==> config.mk <==
export PLATFORM = sky130hd
export DESIGN_NAME = gat_writeback_top
export DESIGN_NICKNAME = d
export VERILOG_FILES = /design/src/design/gat_pkg.sv /design/src/design/feat_fifo.sv /design/src/design/feature_bram_apb.sv /design/src/design/feature_controller.sv /design/src/design/gat_writeback_top.sv
export VERILOG_INCLUDE_DIRS = /design/src /design/src/design
export SDC_FILE = /design/constraint.sdc
export NUM_CORES = 2
export LEC_CHECK = 0
export BUFFER_PORTS_ARGS = -buffer_cell sky130_fd_sc_hd__buf_2
export CAP_MARGIN = 15
export CORE_UTILIZATION = 65
export CTS_BUF_LIST = sky130_fd_sc_hd__clkbuf_8
export CTS_CLUSTER_DIAMETER = 40
export DETAILED_ROUTE_END_ITERATION = 16
export PLACE_DENSITY_LB_ADDON = 0.25
export SKIP_LAST_GASP = 1
export SLEW_MARGIN = 20
export SYNTH_ARGS = -nofsm -noshare
export SYNTH_HDL_FRONTEND = slang
export SYNTH_HIERARCHICAL = 1
export SYNTH_SLANG_ARGS = --single-unit
==> constraint.sdc <==
create_clock -name clk -period 12.5 [get_ports clk]
set_input_delay 1.25 -clock clk [delete_from_list [all_inputs] [get_ports clk]]
set_output_delay 1.25 -clock clk [all_outputs]
set_load 0.01 [all_outputs]
==> src/design/gat_params.svh <==
// ====================
// Fixed sizes of the write-back stage, sized small for simulation.
// GAT_FIFO_DEPTH must be a power of two for the pointer width to hold.
// GAT_TOTAL_WORDS must fit the memory address width.
// ====================
`ifndef GAT_PARAMS_SVH
`define GAT_PARAMS_SVH

// ====================
// Base sizes
// ====================
`define GAT_NUM_FEATURE_OUT 4
`define GAT_FEAT_WIDTH      32
`define GAT_NUM_SUBGRAPHS   8
`define GAT_FIFO_DEPTH      4

// ====================
// Derived sizes
// ====================
`define GAT_TOTAL_WORDS     (`GAT_NUM_SUBGRAPHS * `GAT_NUM_FEATURE_OUT)
`define GAT_ADDR_W          5
`define GAT_IDX_W           2
`define GAT_FIFO_PTR_W      2
`define GAT_FIFO_CNT_W      3

// APB map and status word layout
`define GAT_APB_ADDR_W      8
`define GAT_STATUS_ADDR     8'h80
`define GAT_STAT_CNT_W      8

`endif

==> src/design/gat_pkg.sv <==
// ====================
// Shared types of the write-back stage.
// Vector element 0 sits in the low bits of feat_vec_t.
// ====================
`default_nettype none

`include "gat_params.svh"

package gat_pkg;

  // One feature word and one whole vector
  typedef logic [`GAT_FEAT_WIDTH-1:0]                      feat_word_t;
  typedef logic [`GAT_NUM_FEATURE_OUT*`GAT_FEAT_WIDTH-1:0] feat_vec_t;

  // Memory word address and element index
  typedef logic [`GAT_ADDR_W-1:0]                          feat_addr_t;
  typedef logic [`GAT_IDX_W-1:0]                           elem_idx_t;

  // APB side
  typedef logic [`GAT_APB_ADDR_W-1:0]                      apb_addr_t;
  typedef logic [31:0]                                     apb_data_t;

  // Write-back controller FSM
  typedef enum logic {
    WB_IDLE,
    WB_WRITE
  } wb_state_t;

endpackage

`default_nettype wire

==> src/design/feat_fifo.sv <==
// ====================
// Synchronous FIFO of whole feature vectors.
// dout always shows the oldest entry, valid while empty is low.
// Push while full and pop while empty are ignored.
// ====================
`default_nettype none
`timescale 1ns/1ns

`include "gat_params.svh"

module feat_fifo (
  input  wire                clk,
  input  wire                rst_n,
  input  wire                push,
  input  wire gat_pkg::feat_vec_t din,
  input  wire                pop,
  output gat_pkg::feat_vec_t dout,
  output logic               empty,
  output logic               full
);

  gat_pkg::feat_vec_t         mem [`GAT_FIFO_DEPTH];
  logic [`GAT_FIFO_PTR_W-1:0] wr_ptr;
  logic [`GAT_FIFO_PTR_W-1:0] rd_ptr;
  logic [`GAT_FIFO_CNT_W-1:0] count;
  logic                       do_push;
  logic                       do_pop;

  assign do_push = push && !full;
  assign do_pop  = pop && !empty;

  assign empty = (count == '0);
  assign full  = (count == `GAT_FIFO_DEPTH);
  assign dout  = mem[rd_ptr];

  // Storage
  always_ff @(posedge clk) begin
    if (do_push) begin
      mem[wr_ptr] <= din;
    end
  end

  // ====================
  // Pointers and occupancy
  // ====================
  always_ff @(posedge clk or negedge rst_n) begin
    if (!rst_n) begin
      wr_ptr <= '0;
      rd_ptr <= '0;
      count  <= '0;
    end else begin
      if (do_push) begin
        wr_ptr <= (wr_ptr == `GAT_FIFO_DEPTH - 1) ? '0 : wr_ptr + 1'b1;
      end
      if (do_pop) begin
        rd_ptr <= (rd_ptr == `GAT_FIFO_DEPTH - 1) ? '0 : rd_ptr + 1'b1;
      end
      // Simultaneous push and pop leave the count alone
      if (do_push && !do_pop) begin
        count <= count + 1'b1;
      end else if (do_pop && !do_push) begin
        count <= count - 1'b1;
      end
    end
  end

endmodule

`default_nettype wire

==> src/design/feature_bram_apb.sv <==
// ====================
// Feature memory with a controller write port and a read-only APB slave.
// Every access takes exactly one wait state.
// Words at byte address 4*k, status word at GAT_STATUS_ADDR.
// APB writes and unmapped reads end with pslverr and zero data.
// pwdata is not stored, the host cannot change memory contents.
// ====================
`default_nettype none
`timescale 1ns/1ns

`include "gat_params.svh"

module feature_bram_apb (
  input  wire                      clk,
  input  wire                      rst_n,
  input  wire                      wr_en,
  input  wire gat_pkg::feat_addr_t wr_addr,
  input  wire gat_pkg::feat_word_t wr_data,
  input  wire                      layer_done,
  input  wire                      psel,
  input  wire                      penable,
  input  wire                      pwrite,
  input  wire gat_pkg::apb_addr_t  paddr,
  input  wire gat_pkg::apb_data_t  pwdata,
  output gat_pkg::apb_data_t       prdata,
  output logic                     pready,
  output logic                     pslverr
);

  gat_pkg::feat_word_t        mem [`GAT_TOTAL_WORDS];
  logic [`GAT_STAT_CNT_W-1:0] wr_cnt_q;
  gat_pkg::apb_data_t         status_word;
  gat_pkg::feat_addr_t        rd_word;
  logic                       first_cyc;
  logic                       hit_mem;
  logic                       hit_status;
  logic                       bad;

  // ====================
  // Write port
  // ====================
  always_ff @(posedge clk) begin
    if (wr_en) begin
      mem[wr_addr] <= wr_data;
    end
  end

  // Words stored so far, reported in the status word
  always_ff @(posedge clk or negedge rst_n) begin
    if (!rst_n) begin
      wr_cnt_q <= '0;
    end else if (wr_en) begin
      wr_cnt_q <= wr_cnt_q + 1'b1;
    end
  end

  always_comb begin
    status_word       = '0;
    status_word[0]    = layer_done;
    status_word[11:4] = wr_cnt_q;
  end

  // ====================
  // APB decode
  // ====================
  // First access cycle, pready still low
  assign first_cyc = psel && penable && !pready;

  assign hit_mem    = (paddr < 4 * `GAT_TOTAL_WORDS) && (paddr[1:0] == 2'b00);
  assign hit_status = (paddr == `GAT_STATUS_ADDR);
  assign bad        = pwrite || !(hit_mem || hit_status);
  assign rd_word    = paddr[`GAT_ADDR_W+1:2];

  // pready and pslverr only in the completing cycle
  always_ff @(posedge clk or negedge rst_n) begin
    if (!rst_n) begin
      pready  <= 1'b0;
      pslverr <= 1'b0;
    end else begin
      pready  <= first_cyc;
      pslverr <= first_cyc && bad;
    end
  end

  // Synchronous read, captured at the end of the first access cycle
  always_ff @(posedge clk) begin
    if (first_cyc) begin
      if (bad) begin
        prdata <= '0;
      end else if (hit_status) begin
        prdata <= status_word;
      end else begin
        prdata <= mem[rd_word];
      end
    end
  end

endmodule

`default_nettype wire

==> src/design/feature_controller.sv <==
// ====================
// Splits each popped vector into words, highest element first.
// First word goes out in the pop cycle, straight from the FIFO output.
// Four writes on four consecutive cycles per vector.
// layer_done is sticky until reset; later vectors are popped and dropped.
// ====================
`default_nettype none
`timescale 1ns/1ns

`include "gat_params.svh"

module feature_controller (
  input  wire                 clk,
  input  wire                 rst_n,
  input  wire gat_pkg::feat_vec_t ff_dout,
  input  wire                 ff_empty,
  output logic                ff_pop,
  output logic                wr_en,
  output gat_pkg::feat_addr_t wr_addr,
  output gat_pkg::feat_word_t wr_data,
  output logic                layer_done
);

  gat_pkg::wb_state_t  state_q;
  gat_pkg::feat_vec_t  vec_q;
  gat_pkg::feat_vec_t  vec_src;
  gat_pkg::elem_idx_t  idx_q;
  gat_pkg::elem_idx_t  idx_cur;
  gat_pkg::feat_addr_t addr_q;
  logic                done_q;
  logic                start;

  // Take a vector whenever idle and one is waiting
  assign start  = (state_q == gat_pkg::WB_IDLE) && !ff_empty;
  assign ff_pop = start;

  assign wr_en = (start && !done_q) || (state_q == gat_pkg::WB_WRITE);

  // ====================
  // Word select
  // ====================
  always_comb begin
    if (state_q == gat_pkg::WB_IDLE) begin
      vec_src = ff_dout;
      idx_cur = gat_pkg::elem_idx_t'(`GAT_NUM_FEATURE_OUT - 1);
    end else begin
      vec_src = vec_q;
      idx_cur = idx_q;
    end
  end

  assign wr_data    = vec_src[idx_cur*`GAT_FEAT_WIDTH +: `GAT_FEAT_WIDTH];
  assign wr_addr    = addr_q;
  assign layer_done = done_q;

  // ====================
  // FSM, address and done flag
  // ====================
  always_ff @(posedge clk or negedge rst_n) begin
    if (!rst_n) begin
      state_q <= gat_pkg::WB_IDLE;
      idx_q   <= '0;
      addr_q  <= '0;
      done_q  <= 1'b0;
    end else begin
      case (state_q)
        gat_pkg::WB_IDLE: begin
          if (start && !done_q) begin
            state_q <= gat_pkg::WB_WRITE;
            idx_q   <= gat_pkg::elem_idx_t'(`GAT_NUM_FEATURE_OUT - 2);
          end
        end
        gat_pkg::WB_WRITE: begin
          // Element 0 is the last word of the vector
          if (idx_q == '0) begin
            state_q <= gat_pkg::WB_IDLE;
          end
          idx_q <= idx_q - 1'b1;
        end
        default: begin
          state_q <= gat_pkg::WB_IDLE;
        end
      endcase

      if (wr_en) begin
        addr_q <= addr_q + 1'b1;
      end
      if (wr_en && (addr_q == gat_pkg::feat_addr_t'(`GAT_TOTAL_WORDS - 1))) begin
        done_q <= 1'b1;
      end
    end
  end

  // Vector held for the remaining three words
  always_ff @(posedge clk) begin
    if (start) begin
      vec_q <= ff_dout;
    end
  end

endmodule

`default_nettype wire

==> src/design/gat_writeback_top.sv <==
// ====================
// Write-back stage top: FIFO, controller, feature memory with APB.
// new_feat_rdy is combinational from the FIFO full flag.
// gat_ready stays high until reset.
// ====================
`default_nettype none
`timescale 1ns/1ns

module gat_writeback_top (
  input  wire                      clk,
  input  wire                      rst_n,
  input  wire gat_pkg::feat_vec_t  new_feat,
  input  wire                      new_feat_vld,
  output logic                     new_feat_rdy,
  output logic                     gat_ready,
  input  wire                      psel,
  input  wire                      penable,
  input  wire                      pwrite,
  input  wire gat_pkg::apb_addr_t  paddr,
  input  wire gat_pkg::apb_data_t  pwdata,
  output gat_pkg::apb_data_t       prdata,
  output logic                     pready,
  output logic                     pslverr
);

  gat_pkg::feat_vec_t  ff_dout;
  logic                ff_empty;
  logic                ff_full;
  logic                ff_pop;
  logic                ff_push;
  logic                wr_en;
  gat_pkg::feat_addr_t wr_addr;
  gat_pkg::feat_word_t wr_data;
  logic                layer_done;

  // Input handshake
  assign new_feat_rdy = !ff_full;
  assign ff_push      = new_feat_vld && new_feat_rdy;
  assign gat_ready    = layer_done;

  feat_fifo u_fifo (
    .clk   (clk),
    .rst_n (rst_n),
    .push  (ff_push),
    .din   (new_feat),
    .pop   (ff_pop),
    .dout  (ff_dout),
    .empty (ff_empty),
    .full  (ff_full)
  );

  feature_controller u_ctrl (
    .clk        (clk),
    .rst_n      (rst_n),
    .ff_dout    (ff_dout),
    .ff_empty   (ff_empty),
    .ff_pop     (ff_pop),
    .wr_en      (wr_en),
    .wr_addr    (wr_addr),
    .wr_data    (wr_data),
    .layer_done (layer_done)
  );

  feature_bram_apb u_mem (
    .clk        (clk),
    .rst_n      (rst_n),
    .wr_en      (wr_en),
    .wr_addr    (wr_addr),
    .wr_data    (wr_data),
    .layer_done (layer_done),
    .psel       (psel),
    .penable    (penable),
    .pwrite     (pwrite),
    .paddr      (paddr),
    .pwdata     (pwdata),
    .prdata     (prdata),
    .pready     (pready),
    .pslverr    (pslverr)
  );

endmodule

`default_nettype wire

# [Yosys cells after proc, flatten, opt, wreduce, memory -nomap -nowiden]
# Memory sizes are Yosys's and may differ from the RTL's.
# Cells that the tools add are included.
[totals] register_bits=186 ramBits=1536 in_bits=174 word_cells=74 n_memories=2
[memory_table] memory="u_mem.mem" words=32 width=32 read_ports=1 rd_clocked_by_memory_dff=0 write_ports=1 line="feature_bram_apb.sv:30" source="gat_pkg::feat_word_t mem [`GAT_TOTAL_WORDS];"
[memory_table] memory="u_fifo.mem" words=4 width=128 read_ports=1 rd_clocked_by_memory_dff=0 write_ports=1 line="feat_fifo.sv:22" source="gat_pkg::feat_vec_t mem [`GAT_FIFO_DEPTH];"
[op_classes] n_addsub=7 magnitude_cmp=1 eq_ne=6 shift=1 mux=16 bitwise=1 n_reduce_logical=27
[op_table] operator="$mux 128" count=1
[op_table] operator="$shiftx 128x8->32" count=1
[op_table] operator="$logic_and 1x1->1" count=12
[op_table] operator="$mux 12" count=1
[op_table] operator="$add 8x1->8 const B" count=1
[op_table] operator="$eq 8x8->1 const B" count=1
[op_table] operator="$lt 8x8->1 const B" count=1
[op_table] operator="$mux 2" count=4
[op_table] operator="$logic_not 1->1" count=7
[op_table] operator="$mux 1" count=6
[op_table] operator="$mux 3" count=2
[op_table] operator="$add 5x1->5 const B" count=1
[op_table] operator="$eq 5x5->1 const B" count=1
[op_table] operator="$add 2x1->2 const B" count=2
[op_table] operator="$eq 2x2->1 const B" count=2
[op_table] operator="$logic_not 2->1" count=2
[op_table] operator="$pmux 2 s2" count=1
[op_table] operator="$add 3x1->3 const B" count=1
[op_table] operator="$eq 3x3->1 const B" count=1
[op_table] operator="$logic_not 3->1" count=1
[op_table] operator="$logic_or 1x1->1" count=3
[op_table] operator="$sub 3x1->3 const B" count=1
[op_table] operator="$ne 2x2->1 const B" count=1
[op_table] operator="$pmux 1 s2" count=1
[op_table] operator="4 further kinds" count=4

# [Longest topological paths before layout]
# Gate-level depths: netlist (run 1).
[logic_depth] word_depth=8 mapped_depth=10

# [Modules after synthesis]
# Netlist (run 1), hierarchy kept.
[modules_own_cells] mod="feature_bram_apb" instances=1 cells_per_inst=1791 area_per_inst_um2=40572.7 seq_area_each_um2=31960.7
[modules_own_cells] mod="feat_fifo" instances=1 cells_per_inst=706 area_per_inst_um2=18909.4 seq_area_each_um2=15549.9
[modules_own_cells] mod="feature_controller" instances=1 cells_per_inst=309 area_per_inst_um2=5464.0 seq_area_each_um2=4068.9
[modules_own_cells] mod="gat_writeback_top" instances=1 cells_per_inst=2 area_per_inst_um2=10.0 seq_area_each_um2=0.0

# [Worst setup path after synthesis (run 1)]
# Ideal clock, no wire load.
[synth_timing] path_kind="register -> register" from="register u_ctrl.state_q" to="register u_fifo.count[1]" arrival_time_ns=7.907 required_time_ns=12.375 setup_slack_ns=4.468 path_stages_with_launch=9 path_buffers=2 cell_sequence="dfrtp_1 > buf_2 > clkbuf_1 > nor2_1 > o31ai_2 > ha_1 > inv_1 > fa_1 > mux2_2"
[synth_via] elab_chain_cells=6 word_cells_on_any_way=8 cone_classes="mux: 1; bitwise: 1; reduce/logical: 6"
[synth_rtl] item="from (decl)" line="feature_controller.sv:24" source="gat_pkg::wb_state_t state_q;"
[synth_rtl] item="from (signal assigned)" line="feature_controller.sv:61" source="state_q <= gat_pkg::WB_IDLE;"
[synth_rtl] item="from (signal assigned)" line="feature_controller.sv:69" source="state_q <= gat_pkg::WB_WRITE;"
[synth_rtl] item="from (signal assigned)" line="feature_controller.sv:76" source="state_q <= gat_pkg::WB_IDLE;"
[synth_rtl] item="$not 1->1 *"
[synth_rtl] item="$logic_and 1x1->1 *" line="feature_controller.sv:34" source="assign start = (state_q == gat_pkg::WB_IDLE) && !ff_empty;"
[synth_rtl] item="net ff_pop" line="gat_writeback_top.sv:29" source="logic ff_pop;"
[synth_rtl] item="$logic_and 1x1->1 *" line="feat_fifo.sv:30" source="assign do_pop = pop && !empty;"
[synth_rtl] item="$logic_not 1->1" line="feat_fifo.sv:59" source="if (do_push && !do_pop) begin"
[synth_rtl] item="$logic_and 1x1->1" line="feat_fifo.sv:59"
[synth_rtl] item="$mux 3 or $reduce_bool 2->1 (tied branches)"
[synth_rtl] item="to (signal assigned)" line="feat_fifo.sv:60" source="count <= count + 1'b1;"
[synth_rtl] item="to (signal assigned)" line="feat_fifo.sv:62" source="count <= count - 1'b1;"
[synth_rtl] item="to (decl)" line="feat_fifo.sv:25" source="logic [`GAT_FIFO_CNT_W-1:0] count;"
# The timed path passes the listed nets; every way through them passes the cells marked *.
# A chain may end at the register's enable or synchronous reset.

# [Final worst setup path (run 1)]
[layout_timing] from="register u_fifo.rd_ptr[1]" to="memory u_mem/mem[28][21] (netlist bit) (data pin)"
[layout_via] elab_chain_cells=3
[layout_rtl] item="from (decl)" line="feat_fifo.sv:24" source="logic [`GAT_FIFO_PTR_W-1:0] rd_ptr;"
[layout_rtl] item="from (signal assigned)" line="feat_fifo.sv:56" source="rd_ptr <= (rd_ptr == `GAT_FIFO_DEPTH - 1) ? '0 : rd_ptr + 1'b1;"
[layout_rtl] item="$mem_v2 4x128"
[layout_rtl] item="net ff_dout[117]" line="gat_writeback_top.sv:26" source="gat_pkg::feat_vec_t ff_dout;"
[layout_rtl] item="$mux 128" line="feature_controller.sv:43" source="if (state_q == gat_pkg::WB_IDLE) begin"
[layout_rtl] item="$shiftx 128x8->32" line="feature_controller.sv:52" source="assign wr_data = vec_src[idx_cur*`GAT_FEAT_WIDTH +: `GAT_FEAT_WIDTH];"
[layout_rtl] item="net wr_data[21]" line="gat_writeback_top.sv:33" source="gat_pkg::feat_word_t wr_data;"
[layout_rtl] item="to (decl)" line="feature_bram_apb.sv:30"
# The timed path passes the listed nets, and every way through them passes these cells.

==> results of run 1 <==
through the flow:
step	std cells	total power, W	instance area (um2)	hold WS (ps)	worst slack [ps]
final	4687	0.01704	72650	346.2	8619
after CTS	4681	0.01708	72570	300.5	8182
after floorplan	2808	0.01143	64960	445.8	4468
after detailed placement	4215	0.01291	67790	462.9	7781
after global placement	4215	0.01259	67770	468.2	7819
after global routing	4687	0.01766	72650	352.3	8492
critical path, delay by kind of cell, from the launching register on:
kind	cells	cell delay, ps
compound gates	2	570
mux	1	430
buf+inv	3	1550
flops	1	880
flip-flops by register name (all words and copies together) (netlist names):
signal,flops
u_ctrl/state_q,1
u_fifo/count,3
u_fifo/wr_ptr,2
u_fifo/mem,512
u_mem/prdata,32
u_ctrl/layer_done,1
u_ctrl/wr_addr,5
u_fifo/rd_ptr,2
u_mem/pready,1
u_mem/wr_cnt_q,8
u_ctrl/vec_q,128
u_ctrl/idx_q,2
u_mem/mem,1024
u_mem/pslverr,1
layout by cell type, fill, tap and decap left out, types with 22 or more instances in the layout:
cell type / synthesis / final
sky130_fd_sc_hd__buf_4: 12 / 89
sky130_fd_sc_hd__o22ai_1: 63 / 63
sky130_fd_sc_hd__nand2_1: 31 / 30
sky130_fd_sc_hd__mux4_2: 352 / 352
sky130_fd_sc_hd__clkbuf_8: 0 / 290
sky130_fd_sc_hd__edfxtp_1: 1696 / 1696
sky130_fd_sc_hd__inv_1: 8 / 101
sky130_fd_sc_hd__buf_2: 42 / 174
sky130_fd_sc_hd__nor2_4: 0 / 37
sky130_fd_sc_hd__a221oi_1: 34 / 34
sky130_fd_sc_hd__dfrtp_1: 26 / 22
sky130_fd_sc_hd__mux2i_1: 120 / 120
sky130_fd_sc_hd__clkinv_1: 0 / 51
sky130_fd_sc_hd__a31oi_2: 0 / 26
sky130_fd_sc_hd__a22o_1: 34 / 34
sky130_fd_sc_hd__a22oi_1: 24 / 24
sky130_fd_sc_hd__mux2_2: 40 / 40
layout make-up:
cell class	instances	area (um2)	share of cell area, %
Tap cell	1287	1610	2.216
Clock buffer	290	3991	5.494
Inverter	8	30.03	0.04133
Sequential cell	1722	51590	71.01
Timing Repair Buffer	267	1613	2.220
Antenna cell	5	12.51	0.01722
Multi-Input combinational cell	932	13010	17.91
Clock inverter	176	793.3	1.092
cell usage after synthesis (2+ instances only):
cell	n	area, um2
sky130_fd_sc_hd__a211oi_1	4	30.03
sky130_fd_sc_hd__a21o_1	7	52.55
sky130_fd_sc_hd__a21oi_1	14	70.07
sky130_fd_sc_hd__a221o_1	2	20.02
sky130_fd_sc_hd__a221oi_1	34	297.8
sky130_fd_sc_hd__a22o_1	34	297.8
sky130_fd_sc_hd__a22oi_1	24	180.2
sky130_fd_sc_hd__a31oi_1	38	237.7
sky130_fd_sc_hd__a41oi_1	5	43.79
sky130_fd_sc_hd__and2_1	7	43.79
sky130_fd_sc_hd__and3_1	2	12.51
sky130_fd_sc_hd__buf_1	7	26.28
sky130_fd_sc_hd__buf_12	2	40.04
sky130_fd_sc_hd__buf_2	42	210.2
sky130_fd_sc_hd__buf_4	12	90.09
sky130_fd_sc_hd__buf_6	25	281.5
sky130_fd_sc_hd__buf_8	4	60.06
sky130_fd_sc_hd__clkbuf_1	53	198.9
sky130_fd_sc_hd__dfrtp_1	26	650.6
sky130_fd_sc_hd__edfxtp_1	1696	50930
sky130_fd_sc_hd__ha_1	10	125.1
sky130_fd_sc_hd__inv_1	8	30.03
sky130_fd_sc_hd__mux2_1	3	33.78
sky130_fd_sc_hd__mux2_2	40	450.4
sky130_fd_sc_hd__mux2i_1	120	1201
sky130_fd_sc_hd__mux4_2	352	7928
sky130_fd_sc_hd__nand2_1	31	116.4
sky130_fd_sc_hd__nand2b_1	5	31.28
sky130_fd_sc_hd__nand3_1	9	45.04
sky130_fd_sc_hd__nand3b_1	9	67.56
sky130_fd_sc_hd__nand4_1	7	43.79
sky130_fd_sc_hd__nor2_1	44	165.2
sky130_fd_sc_hd__nor2b_1	15	93.84
sky130_fd_sc_hd__nor3_1	3	15.01
sky130_fd_sc_hd__o21a_1	7	52.55
sky130_fd_sc_hd__o21ai_0	3	15.01
sky130_fd_sc_hd__o221a_1	3	33.78
sky130_fd_sc_hd__o22ai_1	63	394.1
sky130_fd_sc_hd__o41ai_1	4	35.03
sky130_fd_sc_hd__or2_2	6	37.54
sky130_fd_sc_hd__or3b_2	3	26.28
sky130_fd_sc_hd__xnor2_1	8	70.07
sky130_fd_sc_hd__xor2_1	5	43.79
per-layer routing:
layer  up-vias  wire (um)
li1      12830          -
met1     15840      50160
met2      1602      69500
met3       292      13100
met4        30       3991
met5         -        191
kinds of logic after synthesis:
logic type / count (synthesis) / synth area share [%]
flip-flops: 1722 / 79.41
multiplexers: 515 / 14.80
AO/OA/AOI/OAI: 246 / 2.776
buffers and inverters: 154 / 1.450
AND/OR/NAND/NOR: 147 / 1.169
XOR/XNOR: 13 / 0.1753
adder cells (fa/ha/maj): 11 / 0.2234
worst max path at each step:
stage               depth (start not counted)                       endpoint                    startpoint  slack [ps]
finish                                      6    u_mem/mem[28][21]$_DFFE_PP_  u_fifo/rd_ptr[1]$_DFFE_PN0P_        8620
global route                                6     u_mem/mem[9][21]$_DFFE_PP_  u_fifo/rd_ptr[1]$_DFFE_PN0P_        8490
CTS                                         5    u_mem/mem[23][12]$_DFFE_PP_  u_fifo/rd_ptr[1]$_DFFE_PN0P_        8180
detailed placement                          6  u_mem/prdata[3]$_SDFFCE_PP0P_                      paddr[2]        7780
global placement                            6  u_mem/prdata[3]$_SDFFCE_PP0P_                      paddr[2]        7820
floorplan                                   8    u_fifo/count[1]$_DFFE_PN0P_      u_ctrl/state_q$_DFF_PN0_        4470
report_power, final:
group / switching [W] / total [W] / internal, W
combinational: 0.00257 / 0.00373 / 0.00117
clock: 0.00203 / 0.00421 / 0.00218
sequential: 0.000402 / 0.00910 / 0.00869
==> qor.txt, run 1 <==
final total negative setup slack: 0 ps
Die ar.: 101200 um2
required time reported for the critical path endpoint: 13110 ps
slowest stage delay, CP: 880 ps
Leakage Power: 23.65 nW
Cells after Synth: 2808
detailed-route DRC error count: 0
NumNets Final: 3398
layer with the highest usage after global routing: met2
die boundary height: 318.1 um
synthesis-to-finish area growth: 11.85%
H-tree levels: 5
final routed wire length divided by cell count: 29.22 um
starting utilization of the core area: 65.81%
worst clock skew: 52.96 ps
area of the core region: 98710 um2
count of port buffers added during placement: 177
worst flop-to-flop path startpoint: u_fifo/rd_ptr[1]$_DFFE_PN0P_
Worst-Margin Slew: 1110 ps
FF-to-FF setup slack: 8620 ps
Cell Rows: 115
count of routing violations after the opening detailed-route iteration: 3367
fraction of final layout cells sized beyond drive strength 1: 31.75%
antenna violations before repair: 19
vias in the first global route: 32250
maximum number of pins on one net before global-route repair: 123
routed vias/inst: 6.527
buffers inserted by post-CTS timing repair: 0
final number of max-transition violations: 0
drt first pass iters: 5
number of nets with antenna violations after detailed routing: 0
reg2reg path depth: 6
grt met2 use: 45.65%
number of warning messages in the yosys log: 6
routing usage on met3: 6.150%
kind of start point of the critical path: register
largest fanout of any net on the critical path: 50
post-synthesis net count: 2993
Slowest cell on crit path: sky130_fd_sc_hd__dfrtp_4
cts bufs inserted: 282
wire length of the first global-routing pass: 200.0 mm
Synth cell types: 55
synthesized cell area: 64960 um2
most frequent CP cell: sky130_fd_sc_hd__buf_4
Root Driver: sky130_fd_sc_hd__clkbuf_8
final RePlAce weighted congestion: 0.7878
Top FF cell, synth: sky130_fd_sc_hd__edfxtp_1
Clock Path Buffers: 4
final core utilization: 73.61%
register area share after synthesis: 79.41%
power density cells: 234.6 nW/um2
Top Ports: 210
# setup viols final: 0
total gr overflow: 0
min Tclk post-route: 3881 ps
detailed placement HPWL: 76.17 mm
max_slew headroom: 25.98%
Final Hold Fails: 0
fraction of synthesis flops using an asynchronous set or reset pin: 1.510%
arrival time reported for the critical path endpoint: 4490 ps
unrepaired setup endpoints after global routing: false
final clock period utilization by the worst path: 31.04%
Clock Pin Slew Worst Setup and Hold Paths: 60 ps
Vias: 30590
total of cells resized after clock tree synthesis: 0
met1 Usage GRT: 36.35%
source-to-sink clock delay at the later pin of the worst-skew pair: 920 ps
number of max-cap violations: 0
path type of the worst min-delay path: input port to async pin
CP Cell Sequence: buf_4, buf_4, mux4_2, o22ai_1, a31oi_2, buf_4
Die W: 318.1 um
count of flip-flops with a built-in enable after synthesis: 1696
RR Endpoint: u_mem/mem[28][21]$_DFFE_PP_
overall routed net length: 136.9 mm
flip-flop and latch count after synthesis: 1722
clock sink total: 1722
Hold-fix buffers, CTS: 0
Mean Syn Cell Area: 23.13 um2
kind of end point of the critical path: register
final-layout fill cell count: 5230
run status: completed
global-route usage over all layers: 27.43%
worst vdd ir: 248.3 uV
clock tree from TritonCTS: yes
critical path class: register to register
top achievable clock speed: 257.7 MHz
Power figures use the tool's default switching activity.
==> inputs of run 2 (changes only) <==
Settings changed: ABC_AREA set to 1, CORE_UTILIZATION 65 to 58.
Clock period 12.5 ns to 3.1 ns, I/O delays scaled along.
==> run 2 against run 1 <==
Routed wire length increased by 29%. Combinational power increased to 5.3 times the previous value. Utilization decreased by 6.4 points. Cell count increased by 71%. Setup slack got worse by 8100 ps. Largest power group unchanged. Register-to-register slack got worse by 8100 ps. Synthesized cell count increased by 100%. Clock power increased to 4.3 times the previous value. Non-clock buffer count increased by 286. First-iteration DRC count increased by 45%. Worst hold slack got worse by 290 ps. Critical endpoint is now u_mem/mem[25][9]$_DFFE_PP_.
==> qor.txt, run 2 <==
run status: completed
count of port buffers added during placement: 177 (unchanged)
buffers inserted by post-CTS timing repair: 0 (unchanged)
Slowest cell on crit path: sky130_fd_sc_hd__dfrtp_4
overall routed net length: 176.0 mm (+29%)
clock tree from TritonCTS: yes
reg2reg path depth: 9 (+3)
area share of the leading cell type in the synthesized netlist: 72.66% (-5.7 points)
Highest Signal Layer: met5
source of the critical timing path: u_fifo/rd_ptr[0]$_DFFE_PN0P_
RR Endpoint: u_mem/mem[25][9]$_DFFE_PP_
most common library cell in the layout ignoring fill and taps: sky130_fd_sc_hd__edfxtp_1
number of warning messages in the yosys log: 6 (unchanged)
antenna violations before repair: 9 (-10)
post-synthesis cell type with the largest combined area: sky130_fd_sc_hd__edfxtp_1
buffer and inverter count on the worst path: 2 (-1)
Die ar.: 122200 um2 (+21%)
multi-input logic area: 15010 um2 (+15%)
slowest stage delay, CP: 750 ps (-130 ps)
Top FF cell, synth: sky130_fd_sc_hd__edfxtp_1
M1 WL: 68.25 mm (+36%)
Synth cell types: 32 (-42%)
routed vias/inst: 5.729 (-12%)
register area share after synthesis: 73.59% (-5.8 points)
area of the core region: 119800 um2 (+21%)
overall power: 0.07501 W (+340%)
wire length of the first global-routing pass: 264.2 mm (+32%)
cts bufs inserted: 294 (+4.3%)
clock sink total: 1722 (unchanged)
count of flip-flops with a built-in enable after synthesis: 1696 (unchanged)
combinational family with the most area after synthesis: simple AND/OR/NAND/NOR gates
top achievable clock speed: 383.0 MHz (+49%)
final clock period utilization by the worst path: 84.23% (+53 points)
Clock Pin Slew Worst Setup and Hold Paths: 60 ps (about the same)
synthesis-to-finish area growth: 14.86%
final hold slack: 58.19 ps (-288.0 ps)
top post-synthesis cells by area: sky130_fd_sc_hd__edfxtp_1, sky130_fd_sc_hd__nand2_1, sky130_fd_sc_hd__o211ai_1
H-tree levels: 5 (unchanged)
worst clock skew: 70.92 ps (+17.95 ps)
flip-flop and latch count after synthesis: 1722 (unchanged)
post-synthesis adder-cell area fraction: 0.2071% (-0.016 points)
unrepaired setup endpoints after global routing: false
worst vdd ir: 916.3 uV (+270%)
number of nets with antenna violations after detailed routing: 0 (unchanged)
final routed wire length divided by cell count: 21.96 um (-25%)
Root Driver: sky130_fd_sc_hd__clkbuf_8
simple-gate portion of the synthesized area: 13.06% (+12 points)
CP Cell Sequence: buf_12, nand2_1, o211ai_1, nand2_1, nand2_1, nand3_1, nand2_1, nand2_1, buf_4
vias in the first global route: 44510 (+38%)
Vias: 45910 (+50%)
synthesized cell area: 70090 um2 (+7.9%)
drt first pass iters: 6 (+1)
top post-synthesis cells by count: sky130_fd_sc_hd__edfxtp_1, sky130_fd_sc_hd__nand2_1, sky130_fd_sc_hd__nor2_1
total gr overflow: 0 (unchanged)
flip-flop count of the largest register after layout: 1024 (unchanged)
Mean Syn Cell Area: 12.30 um2 (-47%)
cell area after placement: 73560 um2 (+8.5%)
fraction of synthesis flops using an asynchronous set or reset pin: 1.510% (unchanged)
multiplexer share of the synthesized area: 0% (-15 points)
detailed placement HPWL: 96.13 mm (+26%)
most frequent cell after synthesis: sky130_fd_sc_hd__edfxtp_1
most frequent CP cell: sky130_fd_sc_hd__nand2_1
maximum number of pins on one net before global-route repair: 135 (+9.8%)
max_slew headroom: 26.59% (+0.61 points)
required time reported for the critical path endpoint: 3770 ps (-9340 ps)
NumNets Final: 6386 (+88%)
final RePlAce weighted congestion: 0.8236 (+4.5%)
total non-filler cell area in the finished layout: 80500 um2 (+11%)
Clock Path Buffers: 4 (unchanged)
highest-count cells in the layout ignoring fill and taps: sky130_fd_sc_hd__edfxtp_1, sky130_fd_sc_hd__nand2_1, sky130_fd_sc_hd__nor2_1, sky130_fd_sc_hd__inv_1, sky130_fd_sc_hd__nand3_1
detailed-route DRC error count: 0 (unchanged)
path type of the worst min-delay path: input port to async pin
register cell area after layout: 51590 um2 (about the same)
die boundary height: 349.6 um (+9.9%)
FF-to-FF setup slack: 490 ps (-8130 ps)
Final Hold Fails: 0 (unchanged)
kind of end point of the critical path: register
Leakage Power: 30.04 nW (+27%)
starting utilization of the core area: 58.50% (-7.3 points)
non-filler cells in the finished layout: 8014 (+71%)
Top Ports: 210 (unchanged)
worst flop-to-flop path startpoint: u_fifo/rd_ptr[0]$_DFFE_PN0P_
kind of start point of the critical path: register
CP top delay family: flip-flops
fraction of final layout cells sized beyond drive strength 1: 12.04% (-20 points)
Cells after Synth: 5697 (+100%)
post-synthesis net count: 5882 (+97%)
final-layout fill cell count: 8472 (+62%)
# setup viols final: 0 (unchanged)
count of routing violations after the opening detailed-route iteration: 4884 (+45%)
final number of max-transition violations: 0 (unchanged)
power density cells: 931.8 nW/um2 (+300%)
Synth Area in Compound Gates: 7.580% (+4.8 points)
Cell Rows: 127 (+10%)
Worst-Margin Slew: 1101 ps (-9.181 ps)
min Tclk post-route: 2611 ps (-1269 ps)
DR WL met2: 85.58 mm (+23%)
register with the most flip-flops: u_mem/mem
critical path class: register to register
arrival time reported for the critical path endpoint: 3290 ps (-1200 ps)
global-route usage over all layers: 28.96% (+1.5 points)
Die W: 349.6 um (+9.9%)
largest registers: u_mem/mem (1024), u_fifo/mem (512), u_ctrl/vec_q (128)
number of max-cap violations: 0 (unchanged)
source-to-sink clock delay at the later pin of the worst-skew pair: 1010 ps (+90 ps)
largest fanout of any net on the critical path: 124 (+150%)
WL met3: 16.11 mm (+23%)
count of placed standard cells including taps: 7335 (+74%)
XOR/XNOR share of the synthesized area: 0.1250% (-0.050 points)
-- run 2: cell count changes after synthesis, moves of 90 or more --
cell,previous run,this run
sky130_fd_sc_hd__buf_2,42,132
sky130_fd_sc_hd__inv_1,8,445
sky130_fd_sc_hd__mux2i_1,120,0
sky130_fd_sc_hd__mux4_2,352,0
sky130_fd_sc_hd__nand2_1,31,1200
sky130_fd_sc_hd__nand3_1,9,450
sky130_fd_sc_hd__nor2_1,44,621
sky130_fd_sc_hd__o211ai_1,0,360
sky130_fd_sc_hd__o21ai_0,3,396
-- run 2: stage by stage --
step / setup TNS [ps] / util (%) / setup slack (ps)
final: 0 / 67.19 / 488.8
after global routing: 0 / 67.19 / 324.7
after CTS: 0 / 67.18 / 489.6
after detailed placement: 0 / 61.39 / 515.4
after global placement: 0 / 61.39 / 591.9
after floorplan: -303280 / - / -841.5
-- run 2: worst max-delay path by stage --
stage                                             end  slack [ps]  cells past startpoint
after detailed placement   u_mem/mem[18][7]$_DFFE_PP_         520                      9
after floorplan           u_fifo/count[1]$_DFFE_PN0P_        -840                     10
after global routing       u_mem/mem[25][7]$_DFFE_PP_         320                      9
after global placement    u_mem/mem[25][11]$_DFFE_PP_         590                     10
after CTS                  u_mem/mem[24][7]$_DFFE_PP_         490                      9
final                      u_mem/mem[25][9]$_DFFE_PP_         490                      9
-- run 2: cells by family (layout without fill, tap and decap cells) --
group                    after synthesis  count (layout)
AO/OA/AOI/OAI                        874             874
adder cells (fa/ha/maj)               11              11
AND/OR/NAND/NOR                     2281            2281
buffers and inverters                799            1496
XOR/XNOR                              10              10
flip-flops                          1722            1722
other                                  0               8
-- run 2: final cells by class --
type | count | area share, %
Clock buffer | 304 | 5.197
Inverter | 454 | 2.145
Clock inverter | 185 | 1.147
Timing Repair Buffer | 553 | 6.256
Antenna cell | 8 | 0.02487
Sequential cell | 1722 | 64.09
Multi-Input combinational cell | 3176 | 18.64
Tap cell | 1612 | 2.505
-- run 2: routing by layer --
| layer | global-route usage (%) | vias up |
|---|---|---|
| met1 | 38.68 | 22190 |
| li1 | - | 21010 |
| met2 | 47.40 | 2333 |
| met4 | 11.65 | 4 |
| met3 | 5.193 | 374 |
| met5 | 0 | - |
-- run 2: where the power goes --
part / leakage, nW / internal (W) / switching (W)
Clock: 2.91 / 0.00952 / 0.00873
Combinational: 11.3 / 0.00476 / 0.0152
Sequential: 15.8 / 0.0356 / 0.00121
Total: 30.0 / 0.0499 / 0.0251
-- run 2: what timing repair did --
item | in CTS | in global routing
hold endpoints to repair | 569 | 0
gates resized for setup | 0 | 0
hold buffers | 182 | 0
